**src/logic/ins_pkg.sv**
```systemverilog
// ================================================
// Shared widths, opcodes and enums for the
// instruction stream front end.
// Opcode values are local to this front end and
// must match the decoder that follows it.
// ================================================

package ins_pkg;

	// ================================================
	// Widths that carry a meaning
	// ================================================

	// Full instruction word, opcode sits in bits 6..0
	typedef logic [31:0] ins_word_t;

	// Instruction address
	typedef logic [15:0] pc_t;

	// Interrupt priority, level 0 means no interrupt
	typedef logic [2:0] irq_level_t;

	// Interrupt vector number
	typedef logic [7:0] vector_t;

	typedef logic [6:0] opcode_t;

	// ================================================
	// Opcodes handled by the front end
	// ================================================

	// Synthetic interrupt check built from the pending interrupt
	localparam opcode_t OP_CHK = 7'h1F;
	// Micro-code call, bits 8..7 hold the micro-op count minus one
	localparam opcode_t OP_MCALL = 7'h5B;
	// One micro-op of an expanded call, bits 8..7 hold its index
	localparam opcode_t OP_MOP = 7'h5C;
	// Filler slot, always presented with out_valid low
	localparam opcode_t OP_NOP = 7'h0B;

	// ================================================
	// Enums
	// ================================================

	// Source of the word registered by the output stage
	typedef enum logic [1:0] {
		SRC_NOP,
		SRC_FETCH,
		SRC_IRQ,
		SRC_MCODE
	} src_t;

	// Control state, ST_MCODE while a call is being expanded
	typedef enum logic {
		ST_RUN,
		ST_MCODE
	} ctrl_state_t;

endpackage

```
**src/logic/ins_extract_mux.sv**
```systemverilog
// ================================================
// Registered output stage of the front end.
// One cycle of latency for every source.
// Micro-ops keep the pc already on the output,
// which is the pc of the no-op issued for the call.
// ================================================

`timescale 1ns/1ps

module ins_extract_mux import ins_pkg::*; (
	input  logic       clk,
	input  logic       rst,
	input  src_t       sel,
	input  ins_word_t  fetch_ins,
	input  pc_t        fetch_pc,
	input  ins_word_t  mc_ins,
	input  pc_t        chk_pc,
	input  irq_level_t irq_pend_level,
	input  vector_t    irq_pend_vector,
	output logic       out_valid,
	output ins_word_t  out_ins,
	output pc_t        out_pc,
	output src_t       out_src
);

	ins_word_t nop_ins;
	ins_word_t chk_ins;

	// The no-op reuses the fetched word and only replaces the opcode
	always_comb begin
		nop_ins = fetch_ins;
		nop_ins[6:0] = OP_NOP;
	end

	// Check instruction, level in 9..7 and vector in 17..10
	// Every bit above the vector stays zero
	always_comb begin
		chk_ins = '0;
		chk_ins[6:0] = OP_CHK;
		chk_ins[9:7] = irq_pend_level;
		chk_ins[17:10] = irq_pend_vector;
	end

	// ================================================
	// Output register
	// ================================================

	always_ff @(posedge clk) begin
		if (rst) begin
			// Come out of reset presenting an invalid no-op
			out_valid <= 1'b0;
			out_src <= SRC_NOP;
			out_ins <= nop_ins;
			out_pc <= fetch_pc;
		end else begin
			out_src <= sel;
			case (sel)
				SRC_FETCH: begin
					out_valid <= 1'b1;
					out_ins <= fetch_ins;
					out_pc <= fetch_pc;
				end
				SRC_IRQ: begin
					out_valid <= 1'b1;
					out_ins <= chk_ins;
					out_pc <= chk_pc;
				end
				SRC_MCODE: begin
					// Hold the call pc left behind by the preceding no-op
					out_valid <= 1'b1;
					out_ins <= mc_ins;
				end
				default: begin
					out_valid <= 1'b0;
					out_ins <= nop_ins;
					out_pc <= fetch_pc;
				end
			endcase
		end
	end

endmodule

```
**src/logic/irq_pending.sv**
```systemverilog
// ================================================
// Single entry holding the best pending interrupt.
// Lower or equal levels are dropped, not queued.
// irq_mask is sampled only when a request arrives.
// ================================================

`timescale 1ns/1ps

module irq_pending import ins_pkg::*; (
	input  logic       clk,
	input  logic       rst,
	input  logic       irq_req,
	input  irq_level_t irq_level,
	input  vector_t    irq_vector,
	input  irq_level_t irq_mask,
	input  logic       irq_take,
	output logic       irq_pend,
	output irq_level_t irq_pend_level,
	output vector_t    irq_pend_vector
);

	logic above_mask;
	logic accept;

	// Level 0 can never pass the mask, so it is never latched
	assign above_mask = irq_req && (irq_level > irq_mask);

	// A new request must also beat whatever is already waiting
	assign accept = above_mask && (!irq_pend || (irq_level > irq_pend_level));

	always_ff @(posedge clk) begin
		if (rst) begin
			irq_pend <= 1'b0;
		end else if (irq_take) begin
			// The taken entry is gone, so only the mask decides here
			irq_pend <= above_mask;
		end else if (accept) begin
			irq_pend <= 1'b1;
		end
	end

	// Level and vector carry no reset, they are qualified by irq_pend
	always_ff @(posedge clk) begin
		if ((irq_take && above_mask) || accept) begin
			irq_pend_level <= irq_level;
			irq_pend_vector <= irq_vector;
		end
	end

endmodule

```
**src/logic/mcode_seq.sv**
```systemverilog
// ================================================
// Expands one micro-code call into micro-ops.
// The count in bits 8..7 must already be limited
// to MAX_MOPS - 1 by the caller.
// A start while a sequence runs restarts it.
// ================================================

`timescale 1ns/1ps

module mcode_seq import ins_pkg::*; #(
	parameter int MAX_MOPS = 4
) (
	input  logic      clk,
	input  logic      rst,
	input  logic      mc_start,
	input  ins_word_t mc_word,
	output logic      mc_valid,
	output ins_word_t mc_ins,
	output logic      mc_last
);

	// Enough index bits to address every table entry
	localparam int IDX_W = $clog2(MAX_MOPS);

	ins_word_t  call_word;
	logic [1:0] mop_idx;
	ins_word_t  mop_tab [MAX_MOPS];

	// ================================================
	// Micro-op table
	// ================================================

	// Entry k is the call word with opcode OP_MOP and index k in 8..7
	always_comb begin
		for (int k = 0; k < MAX_MOPS; k++) begin
			mop_tab[k] = call_word;
			mop_tab[k][8:7] = 2'(k);
			mop_tab[k][6:0] = OP_MOP;
		end
	end

	assign mc_ins = mop_tab[mop_idx[IDX_W-1:0]];

	// The count field of the stored call is the index of the last entry
	assign mc_last = mc_valid && (mop_idx == call_word[8:7]);

	// ================================================
	// Sequencer
	// ================================================

	// Call word is payload, valid only while mc_valid is high
	always_ff @(posedge clk) begin
		if (mc_start) begin
			call_word <= mc_word;
		end
	end

	always_ff @(posedge clk) begin
		if (rst) begin
			mc_valid <= 1'b0;
			mop_idx <= 2'd0;
		end else if (mc_start) begin
			mc_valid <= 1'b1;
			mop_idx <= 2'd0;
		end else if (mc_valid) begin
			if (mc_last) begin
				// Sequence done, go idle after this micro-op
				mc_valid <= 1'b0;
				mop_idx <= 2'd0;
			end else begin
				mop_idx <= mop_idx + 2'd1;
			end
		end
	end

endmodule

```
**src/logic/ins_stream_ctrl.sv**
```systemverilog
// ================================================
// Source selection for the front end.
// Fetch strobes are ignored while fetch_busy is
// high, there is no back-pressure toward fetch.
// Call counts above MAX_MOPS are clamped.
// ================================================

`timescale 1ns/1ps

module ins_stream_ctrl import ins_pkg::*; #(
	parameter int MAX_MOPS = 4
) (
	input  logic      clk,
	input  logic      rst,
	input  logic      fetch_valid,
	input  ins_word_t fetch_ins,
	input  pc_t       fetch_pc,
	input  logic      irq_pend,
	input  logic      mc_valid,
	input  logic      mc_last,
	output src_t      sel,
	output logic      irq_take,
	output logic      mc_start,
	output ins_word_t mc_word,
	output pc_t       chk_pc,
	output logic      fetch_busy
);

	// Highest count-minus-one the sequencer table can hold
	localparam logic [1:0] CNT_MAX = 2'(MAX_MOPS - 1);

	ctrl_state_t state;
	ctrl_state_t state_nxt;
	pc_t         resume_pc;
	logic        is_mcall;
	logic        fetch_take;

	assign is_mcall = (fetch_ins[6:0] == OP_MCALL);

	// Call word forwarded to the sequencer with its count clamped
	always_comb begin
		mc_word = fetch_ins;
		if (fetch_ins[8:7] > CNT_MAX) begin
			mc_word[8:7] = CNT_MAX;
		end
	end

	// A dropped fetch lends its pc to the check, else resume there
	assign chk_pc = fetch_valid ? fetch_pc : resume_pc;

	assign fetch_busy = (state == ST_MCODE);

	// ================================================
	// Priority and next state
	// ================================================

	always_comb begin
		sel = SRC_NOP;
		irq_take = 1'b0;
		mc_start = 1'b0;
		fetch_take = 1'b0;
		state_nxt = state;
		case (state)
			ST_RUN: begin
				if (irq_pend) begin
					// Interrupt wins, any fetch this cycle is lost
					sel = SRC_IRQ;
					irq_take = 1'b1;
				end else if (fetch_valid) begin
					fetch_take = 1'b1;
					if (is_mcall) begin
						// The call itself leaves a no-op in its slot
						mc_start = 1'b1;
						state_nxt = ST_MCODE;
					end else begin
						sel = SRC_FETCH;
					end
				end
			end
			ST_MCODE: begin
				// Interrupts and fetches wait until the last micro-op
				if (mc_valid) begin
					sel = SRC_MCODE;
				end
				if (!mc_valid || mc_last) begin
					state_nxt = ST_RUN;
				end
			end
			default: begin
				state_nxt = ST_RUN;
			end
		endcase
	end

	// ================================================
	// State and resume address
	// ================================================

	always_ff @(posedge clk) begin
		if (rst) begin
			state <= ST_RUN;
			resume_pc <= '0;
		end else begin
			state <= state_nxt;
			// A call counts as an output fetch, its micro-ops follow
			if (fetch_take) begin
				resume_pc <= fetch_pc + 16'd4;
			end
		end
	end

endmodule

```
**src/logic/ins_front.sv**
```systemverilog
// ================================================
// Instruction stream front end, top level.
// Fetch, interrupt and no-op have one cycle of
// latency, and the output is never stalled.
// ================================================

`timescale 1ns/1ps

module ins_front import ins_pkg::*; #(
	parameter int MAX_MOPS = 4
) (
	input  logic       clk,
	input  logic       rst,
	input  logic       fetch_valid,
	input  ins_word_t  fetch_ins,
	input  pc_t        fetch_pc,
	input  logic       irq_req,
	input  irq_level_t irq_level,
	input  vector_t    irq_vector,
	input  irq_level_t irq_mask,
	output logic       out_valid,
	output ins_word_t  out_ins,
	output pc_t        out_pc,
	output src_t       out_src,
	output logic       fetch_busy
);

	// Pending interrupt toward control and output stage
	logic       irq_pend;
	irq_level_t irq_pend_level;
	vector_t    irq_pend_vector;
	logic       irq_take;

	// Micro-code sequencer handshake
	logic      mc_start;
	ins_word_t mc_word;
	logic      mc_valid;
	ins_word_t mc_ins;
	logic      mc_last;

	// Selection toward the output register
	src_t sel;
	pc_t  chk_pc;

	ins_stream_ctrl #(
		.MAX_MOPS(MAX_MOPS)
	) u_ctrl (
		.clk        (clk),
		.rst        (rst),
		.fetch_valid(fetch_valid),
		.fetch_ins  (fetch_ins),
		.fetch_pc   (fetch_pc),
		.irq_pend   (irq_pend),
		.mc_valid   (mc_valid),
		.mc_last    (mc_last),
		.sel        (sel),
		.irq_take   (irq_take),
		.mc_start   (mc_start),
		.mc_word    (mc_word),
		.chk_pc     (chk_pc),
		.fetch_busy (fetch_busy)
	);

	irq_pending u_irq (
		.clk            (clk),
		.rst            (rst),
		.irq_req        (irq_req),
		.irq_level      (irq_level),
		.irq_vector     (irq_vector),
		.irq_mask       (irq_mask),
		.irq_take       (irq_take),
		.irq_pend       (irq_pend),
		.irq_pend_level (irq_pend_level),
		.irq_pend_vector(irq_pend_vector)
	);

	mcode_seq #(
		.MAX_MOPS(MAX_MOPS)
	) u_mcode (
		.clk     (clk),
		.rst     (rst),
		.mc_start(mc_start),
		.mc_word (mc_word),
		.mc_valid(mc_valid),
		.mc_ins  (mc_ins),
		.mc_last (mc_last)
	);

	ins_extract_mux u_mux (
		.clk            (clk),
		.rst            (rst),
		.sel            (sel),
		.fetch_ins      (fetch_ins),
		.fetch_pc       (fetch_pc),
		.mc_ins         (mc_ins),
		.chk_pc         (chk_pc),
		.irq_pend_level (irq_pend_level),
		.irq_pend_vector(irq_pend_vector),
		.out_valid      (out_valid),
		.out_ins        (out_ins),
		.out_pc         (out_pc),
		.out_src        (out_src)
	);

endmodule

```
**config.mk**
```make
export PLATFORM = sky130hd
export DESIGN_NAME = ins_front
export DESIGN_NICKNAME = d
export VERILOG_FILES = /design/src/logic/ins_pkg.sv /design/src/logic/ins_extract_mux.sv /design/src/logic/irq_pending.sv /design/src/logic/mcode_seq.sv /design/src/logic/ins_stream_ctrl.sv /design/src/logic/ins_front.sv
export SDC_FILE = /design/constraint.sdc
export NUM_CORES = 1
export LEC_CHECK = 0
export BUFFER_PORTS_ARGS = -buffer_cell sky130_fd_sc_hd__buf_4
export CAP_MARGIN = 10
export CORE_ASPECT_RATIO = 0.8
export CORE_MARGIN = 4
export CORE_UTILIZATION = 55
export CTS_BUF_LIST = sky130_fd_sc_hd__clkbuf_8
export CTS_CLUSTER_SIZE = 8
export DETAILED_ROUTE_END_ITERATION = 8
export PLACE_DENSITY = 0.9
export SLEW_MARGIN = 30
export SYNTH_ARGS = -nofsm -noshare
export SYNTH_HDL_FRONTEND = slang
export SYNTH_SLANG_ARGS = --single-unit
```
**constraint.sdc**
```tcl
create_clock -name clk -period 3.55 [get_ports clk]
set_clock_uncertainty 0.2 [all_clocks]
set_input_delay 0.355 -clock clk [delete_from_list [all_inputs] [get_ports clk]]
set_output_delay 0.355 -clock clk [all_outputs]
set_load 0.02 [all_outputs]
```
==> results of run 1 <==
==> layer usage <==
layer,up-vias,track usage,routed length [um]
met5,-,0,0
met4,0,0.111,275
met3,24,0.0542,705
met2,177,0.429,5620
met1,1530,0.286,4100
li1,1475,-,-
==> worst max-delay path, delay by kind of cell <==
kind | cells | cell delay, ns
buf+inv | 4 | 1.39
simple gates | 3 | 0.86
==> final cells by class <==
type	count	area [um2]	share of cell area
Antenna cell	1	2.50	0.000434
Clock buffer	9	124	0.0215
Clock inverter	7	91.3	0.0158
Inverter	10	37.5	0.00651
Multi-Input combinational cell	174	1370	0.237
Sequential cell	108	2680	0.465
Tap cell	105	131	0.0228
Timing Repair Buffer	163	1330	0.230
==> power breakdown <==
part	switching, mW	internal (mW)
logic	0.176	0.188
clock network	0.466	0.288
registers	0.0264	1.37
==> final timing paths <==
check                          endpoint  slack [ns]  cells past startpoint
setup reg to reg      u_mux.out_ins[12]        1.01                      4
setup / recovery  u_mcode.call_word[24]        0.80                      7
hold reg to reg       u_mux.out_ins[25]        0.28                      1
hold / removal      u_ctrl.resume_pc[0]        0.05                      3
==> repair_timing <==
item                                   in CTS  in global routing
setup buffers                               0                  0
hold buffers                               42                  0
endpoints found under the hold margin      57                  0
gates resized for setup                     0                  0
==> cells by family after synthesis <==
kind of cell	Yosys count	synth area share
DFF	108	0.644
xor gates and xnor gates	12	0.0252
and+or+nand+nor	65	0.0823
muxes	17	0.0549
AOI/OAI and AO/OA	73	0.143
buffers and inverters	26	0.0303
adders and majority gates	7	0.0210
==> cells in the mapped netlist, types with 2 or more instances <==
cell      count
nand4_1       4
xnor2_1       3
xor2_1        9
mux2_4       10
buf_2         5
o211ai_1      2
nor2b_1       2
a22o_1       34
dfxtp_1      56
clkbuf_1      7
ha_1          7
a21oi_1       8
a211oi_1     11
nand2_1      17
and2_1        2
or3_1         2
edfxtp_1     52
nor3_1        2
a21o_1        2
o21ai_0       3
nand3_1       8
and4_1        2
o21a_1        2
inv_1        10
nor4_1        3
mux2_2        7
a311oi_1      2
a31oi_1       2
nor2_1       16
a32o_1        2
==> sequential cells by signal (all words and copies together), names as in the netlist <==
name and cells:
u_irq.irq_pend_vector 8, u_mux.out_pc 16, u_mux.out_valid 1, u_mcode.call_word 25, u_mcode.mc_valid 1, u_irq.irq_pend_level 3
u_irq.irq_pend 1, u_mcode.mop_idx 2, u_ctrl.fetch_busy 1, u_mux.out_ins 32, u_mux.out_src 2, u_ctrl.resume_pc 16
==> stage by stage <==
| step | hold WS (ns) | std cells | setup slack [ns] |
|---|---|---|---|
| floorplan | 0.233 | 308 | 1.36 |
| global placement | 0.241 | 518 | 1.04 |
| detailed placement | 0.253 | 518 | 0.899 |
| CTS | 0.0431 | 576 | 0.868 |
| global route | 0.0428 | 577 | 0.628 |
| finish | 0.0509 | 577 | 0.804 |
==> flow_summary.ini, run 1 <==
[sta]
tightest_slew_ns = 0.741
setup_tns_ns = 0
max_freq_mhz = 364
rsz0062_at_grt = no
maxSlewHeadroom = 0.505
finalCriticalPeriod_ns = 2.75
hold_violations = 0
maxSlewViolCount = 0
min_period_over_period = 0.774
setup_viol = 0

[logic_synthesis]
seq_area_frac_synth = 0.644
synth_top_flop_cell = dfxtp_1
synth_edf_count = 52
netlist_area_um2 = 4170
yosysUniqueCellTypes = 46
synth_top_area_cell = edfxtp_1
avgSynthCellArea_um2 = 13.5
ys_top_cells_by_area = edfxtp_1 37%, dfxtp_1 27%, a22o_1 7.1%
yosys_warnings = 0
ys_ff_latch = 108
synth_nets = 381
synth_top_area_share = 0.375
postSynthCellCount = 308
synth-async-reset-ratio = 0

[floorplanning]
fp.dieW_um = 105
die_area_um2 = 9040
initial_core_util = 0.564
core_um2 = 7390
dieHeight_um = 85.9
row_count = 28
pin_count = 118

[grt]
grt_pass1_vias = 3271
grt_max_degree = 31
gr-total-overflow = 0
grt_use_total = 0.243
antenna_found_initial = 1
grt_pass1_wl_mm = 16.9

[job]
maxCapViolations = 0

[worst_setup_path]
cpPeakStageDelay_ns = 0.55
cp.required_ns = 3.42
cp.arrival_ns = 2.61
critical_path_class = input port to flop
crit_path_cell_trace = dlygate4sd3_1, buf_4, nand4_1, nor4_1, nand2_1, inv_1, buf_4
crit_fanout = 17
slowest_stage = nor4_1
r2r_start = u_ctrl.fetch_busy
crit_path_start = fetch_ins[1]
cpMostUsedCell = buf_4
start_kind = input port
endpoint_kind = flop

[clock_network]
cts_root_buffer = clkbuf_8
htreeDepth = 3
clk_pin_slew_ns = 0.11
cts_buffer_depth = 2
cts_made_buffers = 9
clock-sinks = 108
tritoncts = yes
clk_latency_ns = 0.38

[place]
dp_hpwl_mm = 6.77
place_area_um2 = 5120
io_buffers = 117
place_congestion = 0.858

[detailed_routing]
wl_mm = 10.7
postRouteAntennaNets = 0
via_per_inst = 5.56
drc = 0
wl_per_cell_um = 18.5
first_iter_violations = 226
vias = 3206
drt_pass1_iterations = 5

[layout]
fin_util = 0.780
layout_commonest_cell = buf_4
final_area_um2 = 5770
drive_above_1_share = 0.340
n_fill_cell = 417
syn2layout_area_growth_pct = 38.3
nets = 539
mostFrequentLayoutCells = 121 x buf_4, 56 x dfxtp_1, 52 x edfxtp_1, 42 x dlygate4sd3_1, 34 x a22o_1

[pwr]
power.total_mw = 2.51
ir_drop_mv = 0.255
p_leak_nw = 2.40
powerDensity_nw_per_um2 = 436

[worst_hold_path]
min-delay-start = fetch_pc[0]
min_path_type = input port to flop

[outcome]
status = finished, final reports clean
Power figures use the tool's default switching activity.
==> run 2: changes to the inputs <==
--- a/config.mk
+++ b/config.mk
@@ -5,15 +5,16 @@
 export SDC_FILE = /design/constraint.sdc
 export NUM_CORES = 1
 export LEC_CHECK = 0
+export ABC_AREA = 1
 export BUFFER_PORTS_ARGS = -buffer_cell sky130_fd_sc_hd__buf_4
 export CAP_MARGIN = 10
 export CORE_ASPECT_RATIO = 0.8
 export CORE_MARGIN = 4
-export CORE_UTILIZATION = 55
+export CORE_UTILIZATION = 49
 export CTS_BUF_LIST = sky130_fd_sc_hd__clkbuf_8
 export CTS_CLUSTER_SIZE = 8
 export DETAILED_ROUTE_END_ITERATION = 8
-export PLACE_DENSITY = 0.9
+export PLACE_DENSITY = 0.84
 export SLEW_MARGIN = 30
 export SYNTH_ARGS = -nofsm -noshare
 export SYNTH_HDL_FRONTEND = slang
==> constraint.sdc (replaced) <==
create_clock -name clk -period 2.5 [get_ports clk]
set_clock_uncertainty 0.2 [all_clocks]
set_input_delay 0.25 -clock clk [delete_from_list [all_inputs] [get_ports clk]]
set_output_delay 0.25 -clock clk [all_outputs]
set_load 0.02 [all_outputs]
==> run 2 against run 1 <==
Against the previous run:
- critical path depth stayed put
- synthesized cell count is 44% higher
- first-iteration DRC count is 47% higher
- sequential share of layout area is 2.7 points lower
- worst hold slack worse by 0.030 ns
- register-to-register slack worse by 0.62 ns
- largest cell class unchanged
- flip-flop and latch count stayed put
- final cell count is 27% higher
- global-route usage is 3.3 points lower
- sequential power is 42% higher
==> flow_summary.ini, run 2 <==
[sta]
max_freq_mhz = 473
maxSlewHeadroom = 0.536
hold_violations = 0
setup_viol = 0
tightest_slew_ns = 0.694
maxSlewViolCount = 0
rsz0062_at_grt = no
finalCriticalPeriod_ns = 2.12
setup_tns_ns = 0
min_period_over_period = 0.846

[pwr]
p_clk_frac = 0.309
ir_drop_mv = 0.376
powerDensity_nw_per_um2 = 598
p_switching_uw = 959
p_leak_nw = 2.80
seqPwrFrac = 0.540
switching_share = 0.262
internal_power_mw = 2.70
combPwrFrac = 0.151
power.total_mw = 3.66

[layout]
drive_above_1_share = 0.257
final_area_um2 = 6110
layout_commonest_cell = buf_4
nets = 690
syn2layout_area_growth_pct = 39.4
n_fill_cell = 557
mostFrequentLayoutCells = 122 x buf_4, 112 x nand2_1, 56 x dlygate4sd3_1, 56 x dfxtp_1, 52 x edfxtp_1
largest_reg_flops = 32
n_antenna_cell = 0
largestRegisters = u_mux.out_ins x32, u_mcode.call_word x25
largest-register = u_mux.out_ins

[logic_synthesis]
synth_edf_count = 52
synth_top_flop_cell = dfxtp_1
synth_nets = 517
yosysUniqueCellTypes = 30
seq_area_frac_synth = 0.612
synth_top_area_cell = edfxtp_1
avgSynthCellArea_um2 = 9.88
postSynthCellCount = 444
yosys_warnings = 0
yosysMostFrequentCell = nand2_1
ys_ff_latch = 108
ys_top_cells_by_count = 112 x nand2_1, 56 x dfxtp_1, 52 x edfxtp_1
synth_top_area_share = 0.356
ys_top_cells_by_area = edfxtp_1 36%, dfxtp_1 26%, nand2_1 9.6%
netlist_area_um2 = 4390
synth-async-reset-ratio = 0

[worst_setup_path]
r2r_setup_slack_ns = 0.39
cp.required_ns = 2.42
reg2reg_to = u_mux.out_pc[12]
cp.arrival_ns = 2.04
ff2ff_path_depth = 5
endpoint = u_mux.out_pc[12]
crit_fanout = 18
endpoint_kind = flop
r2r_start = u_ctrl.fetch_busy
crit_path_start = rst
start_kind = input port
critical_path_class = input port to flop

[grt]
grt_pass1_vias = 3735
grt_use_total = 0.210
grt_max_degree = 28
grt_pass1_wl_mm = 17.7
antenna_found_initial = 0
gr-total-overflow = 0

[detailed_routing]
wl_per_cell_um = 15.2
first_iter_violations = 332
via_per_inst = 5.13
wl_mm = 11.2
drc = 0
drt_pass1_iterations = 5
vias = 3767
postRouteAntennaNets = 0

[clock_network]
cts_buffer_depth = 2
clk_pin_slew_ns = 0.11
clk_latency_ns = 0.38
tritoncts = yes
post_cts_buffers = 0
cts_root_buffer = clkbuf_8
clock-sinks = 108
cts_made_buffers = 9
htreeDepth = 3

[place]
dp_hpwl_mm = 7.25
io_buffers = 117
place_area_um2 = 5340
place_congestion = 0.839

[floorplanning]
row_count = 30
initial_core_util = 0.510
fp.dieW_um = 114
die_area_um2 = 10500
dieHeight_um = 92.6
pin_count = 118
core_um2 = 8600

[outcome]
status = finished, final reports clean

[worst_hold_path]
whs_path_depth = 3
min-delay-start = fetch_pc[4]
min_path_type = input port to flop

[job]
maxCapViolations = 0
run 2: changes by cell type in the layout (fill, tap and decap cells not counted), sizes merged, moves of 22 or more:
cell	before	now
nand2	17	124
inv	13	50
nand3	8	37
a22o	34	8
o21ai	3	27
a21oi	8	30
run 2: cell families (layout without fill, tap and decap cells):
kind of cell               after synthesis  count (layout)  share of synthesized area
AOI/OAI and AO/OA                       66              66                     0.0824
xor gates and xnor gates                 8               8                     0.0160
adders and majority gates                7               7                     0.0200
buffers and inverters                   63             241                     0.0653
DFF                                    108             108                      0.612
muxes                                    2               2                    0.00685
and+or+nand+nor                        190             190                      0.198
run 2: final cells by class:
cell class	count	area [um2]	area share
flip-flops and latches	108	2680	0.439
well taps	112	140	0.0229
repair buffers	178	1480	0.241
inverters	47	184	0.0301
clock buffers	9	124	0.0203
multi-input cells	273	1420	0.232
clock inverters	7	90.1	0.0147
run 2: worst min path at each step:
stage                     slack (ns)                        to
after floorplan                 0.14       u_ctrl.resume_pc[2]
after detailed placement        0.23  u_irq.irq_pend_vector[2]
after CTS                     0.0008           u_mux.out_pc[4]
after global placement          0.23  u_irq.irq_pend_vector[3]
after global routing            0.01       u_ctrl.resume_pc[6]
final                           0.02           u_mux.out_pc[4]
run 2: metrics by stage:
| step | util | setup WS (ns) | instances | hold slack, ns |
|---|---|---|---|---|
| floorplan | - | 0.452 | 444 | 0.139 |
| global placement | 0.621 | 0.522 | 662 | 0.228 |
| detailed placement | 0.621 | 0.433 | 662 | 0.229 |
| CTS | 0.711 | 0.402 | 734 | 0.000797 |
| global route | 0.711 | 0.301 | 734 | 0.0125 |
| finish | 0.711 | 0.384 | 734 | 0.0208 |
run 2: routing by layer:
layer	up-vias	share of wire	routed length, um	GRT usage
li1	1815	-	-	-
met1	1758	0.39	4410	0.248
met2	174	0.52	5800	0.376
met3	20	0.072	802	0.0555
met4	0	0.014	159	0.0613
met5	-	0	0	0
run 2: power groups by stage:
| stage | Clock, mW | Combinational [mW] | Sequential [mW] |
|---|---|---|---|
| floorplan | 0 | 0.181 | 2.08 |
| global placement | 0 | 0.456 | 2.01 |
| detailed placement | 0 | 0.474 | 2.01 |
| CTS | 1.15 | 0.546 | 1.97 |
| global route | 1.22 | 0.601 | 1.98 |
| finish | 1.13 | 0.553 | 1.97 |
run 2: timing repair:
item,4_1_cts,5_1_grt
hold buffers,56,0
gates resized for setup,0,0
hold endpoints to repair,88,0
run 2: worst max-delay path, cell delays in order:
cell	delay (ns)
dlygate4sd3_1	0.54
buf_4	0.20
inv_1	0.27
nand3_2	0.31
buf_4	0.31
nand2_1	0.08
o21ai_0	0.09
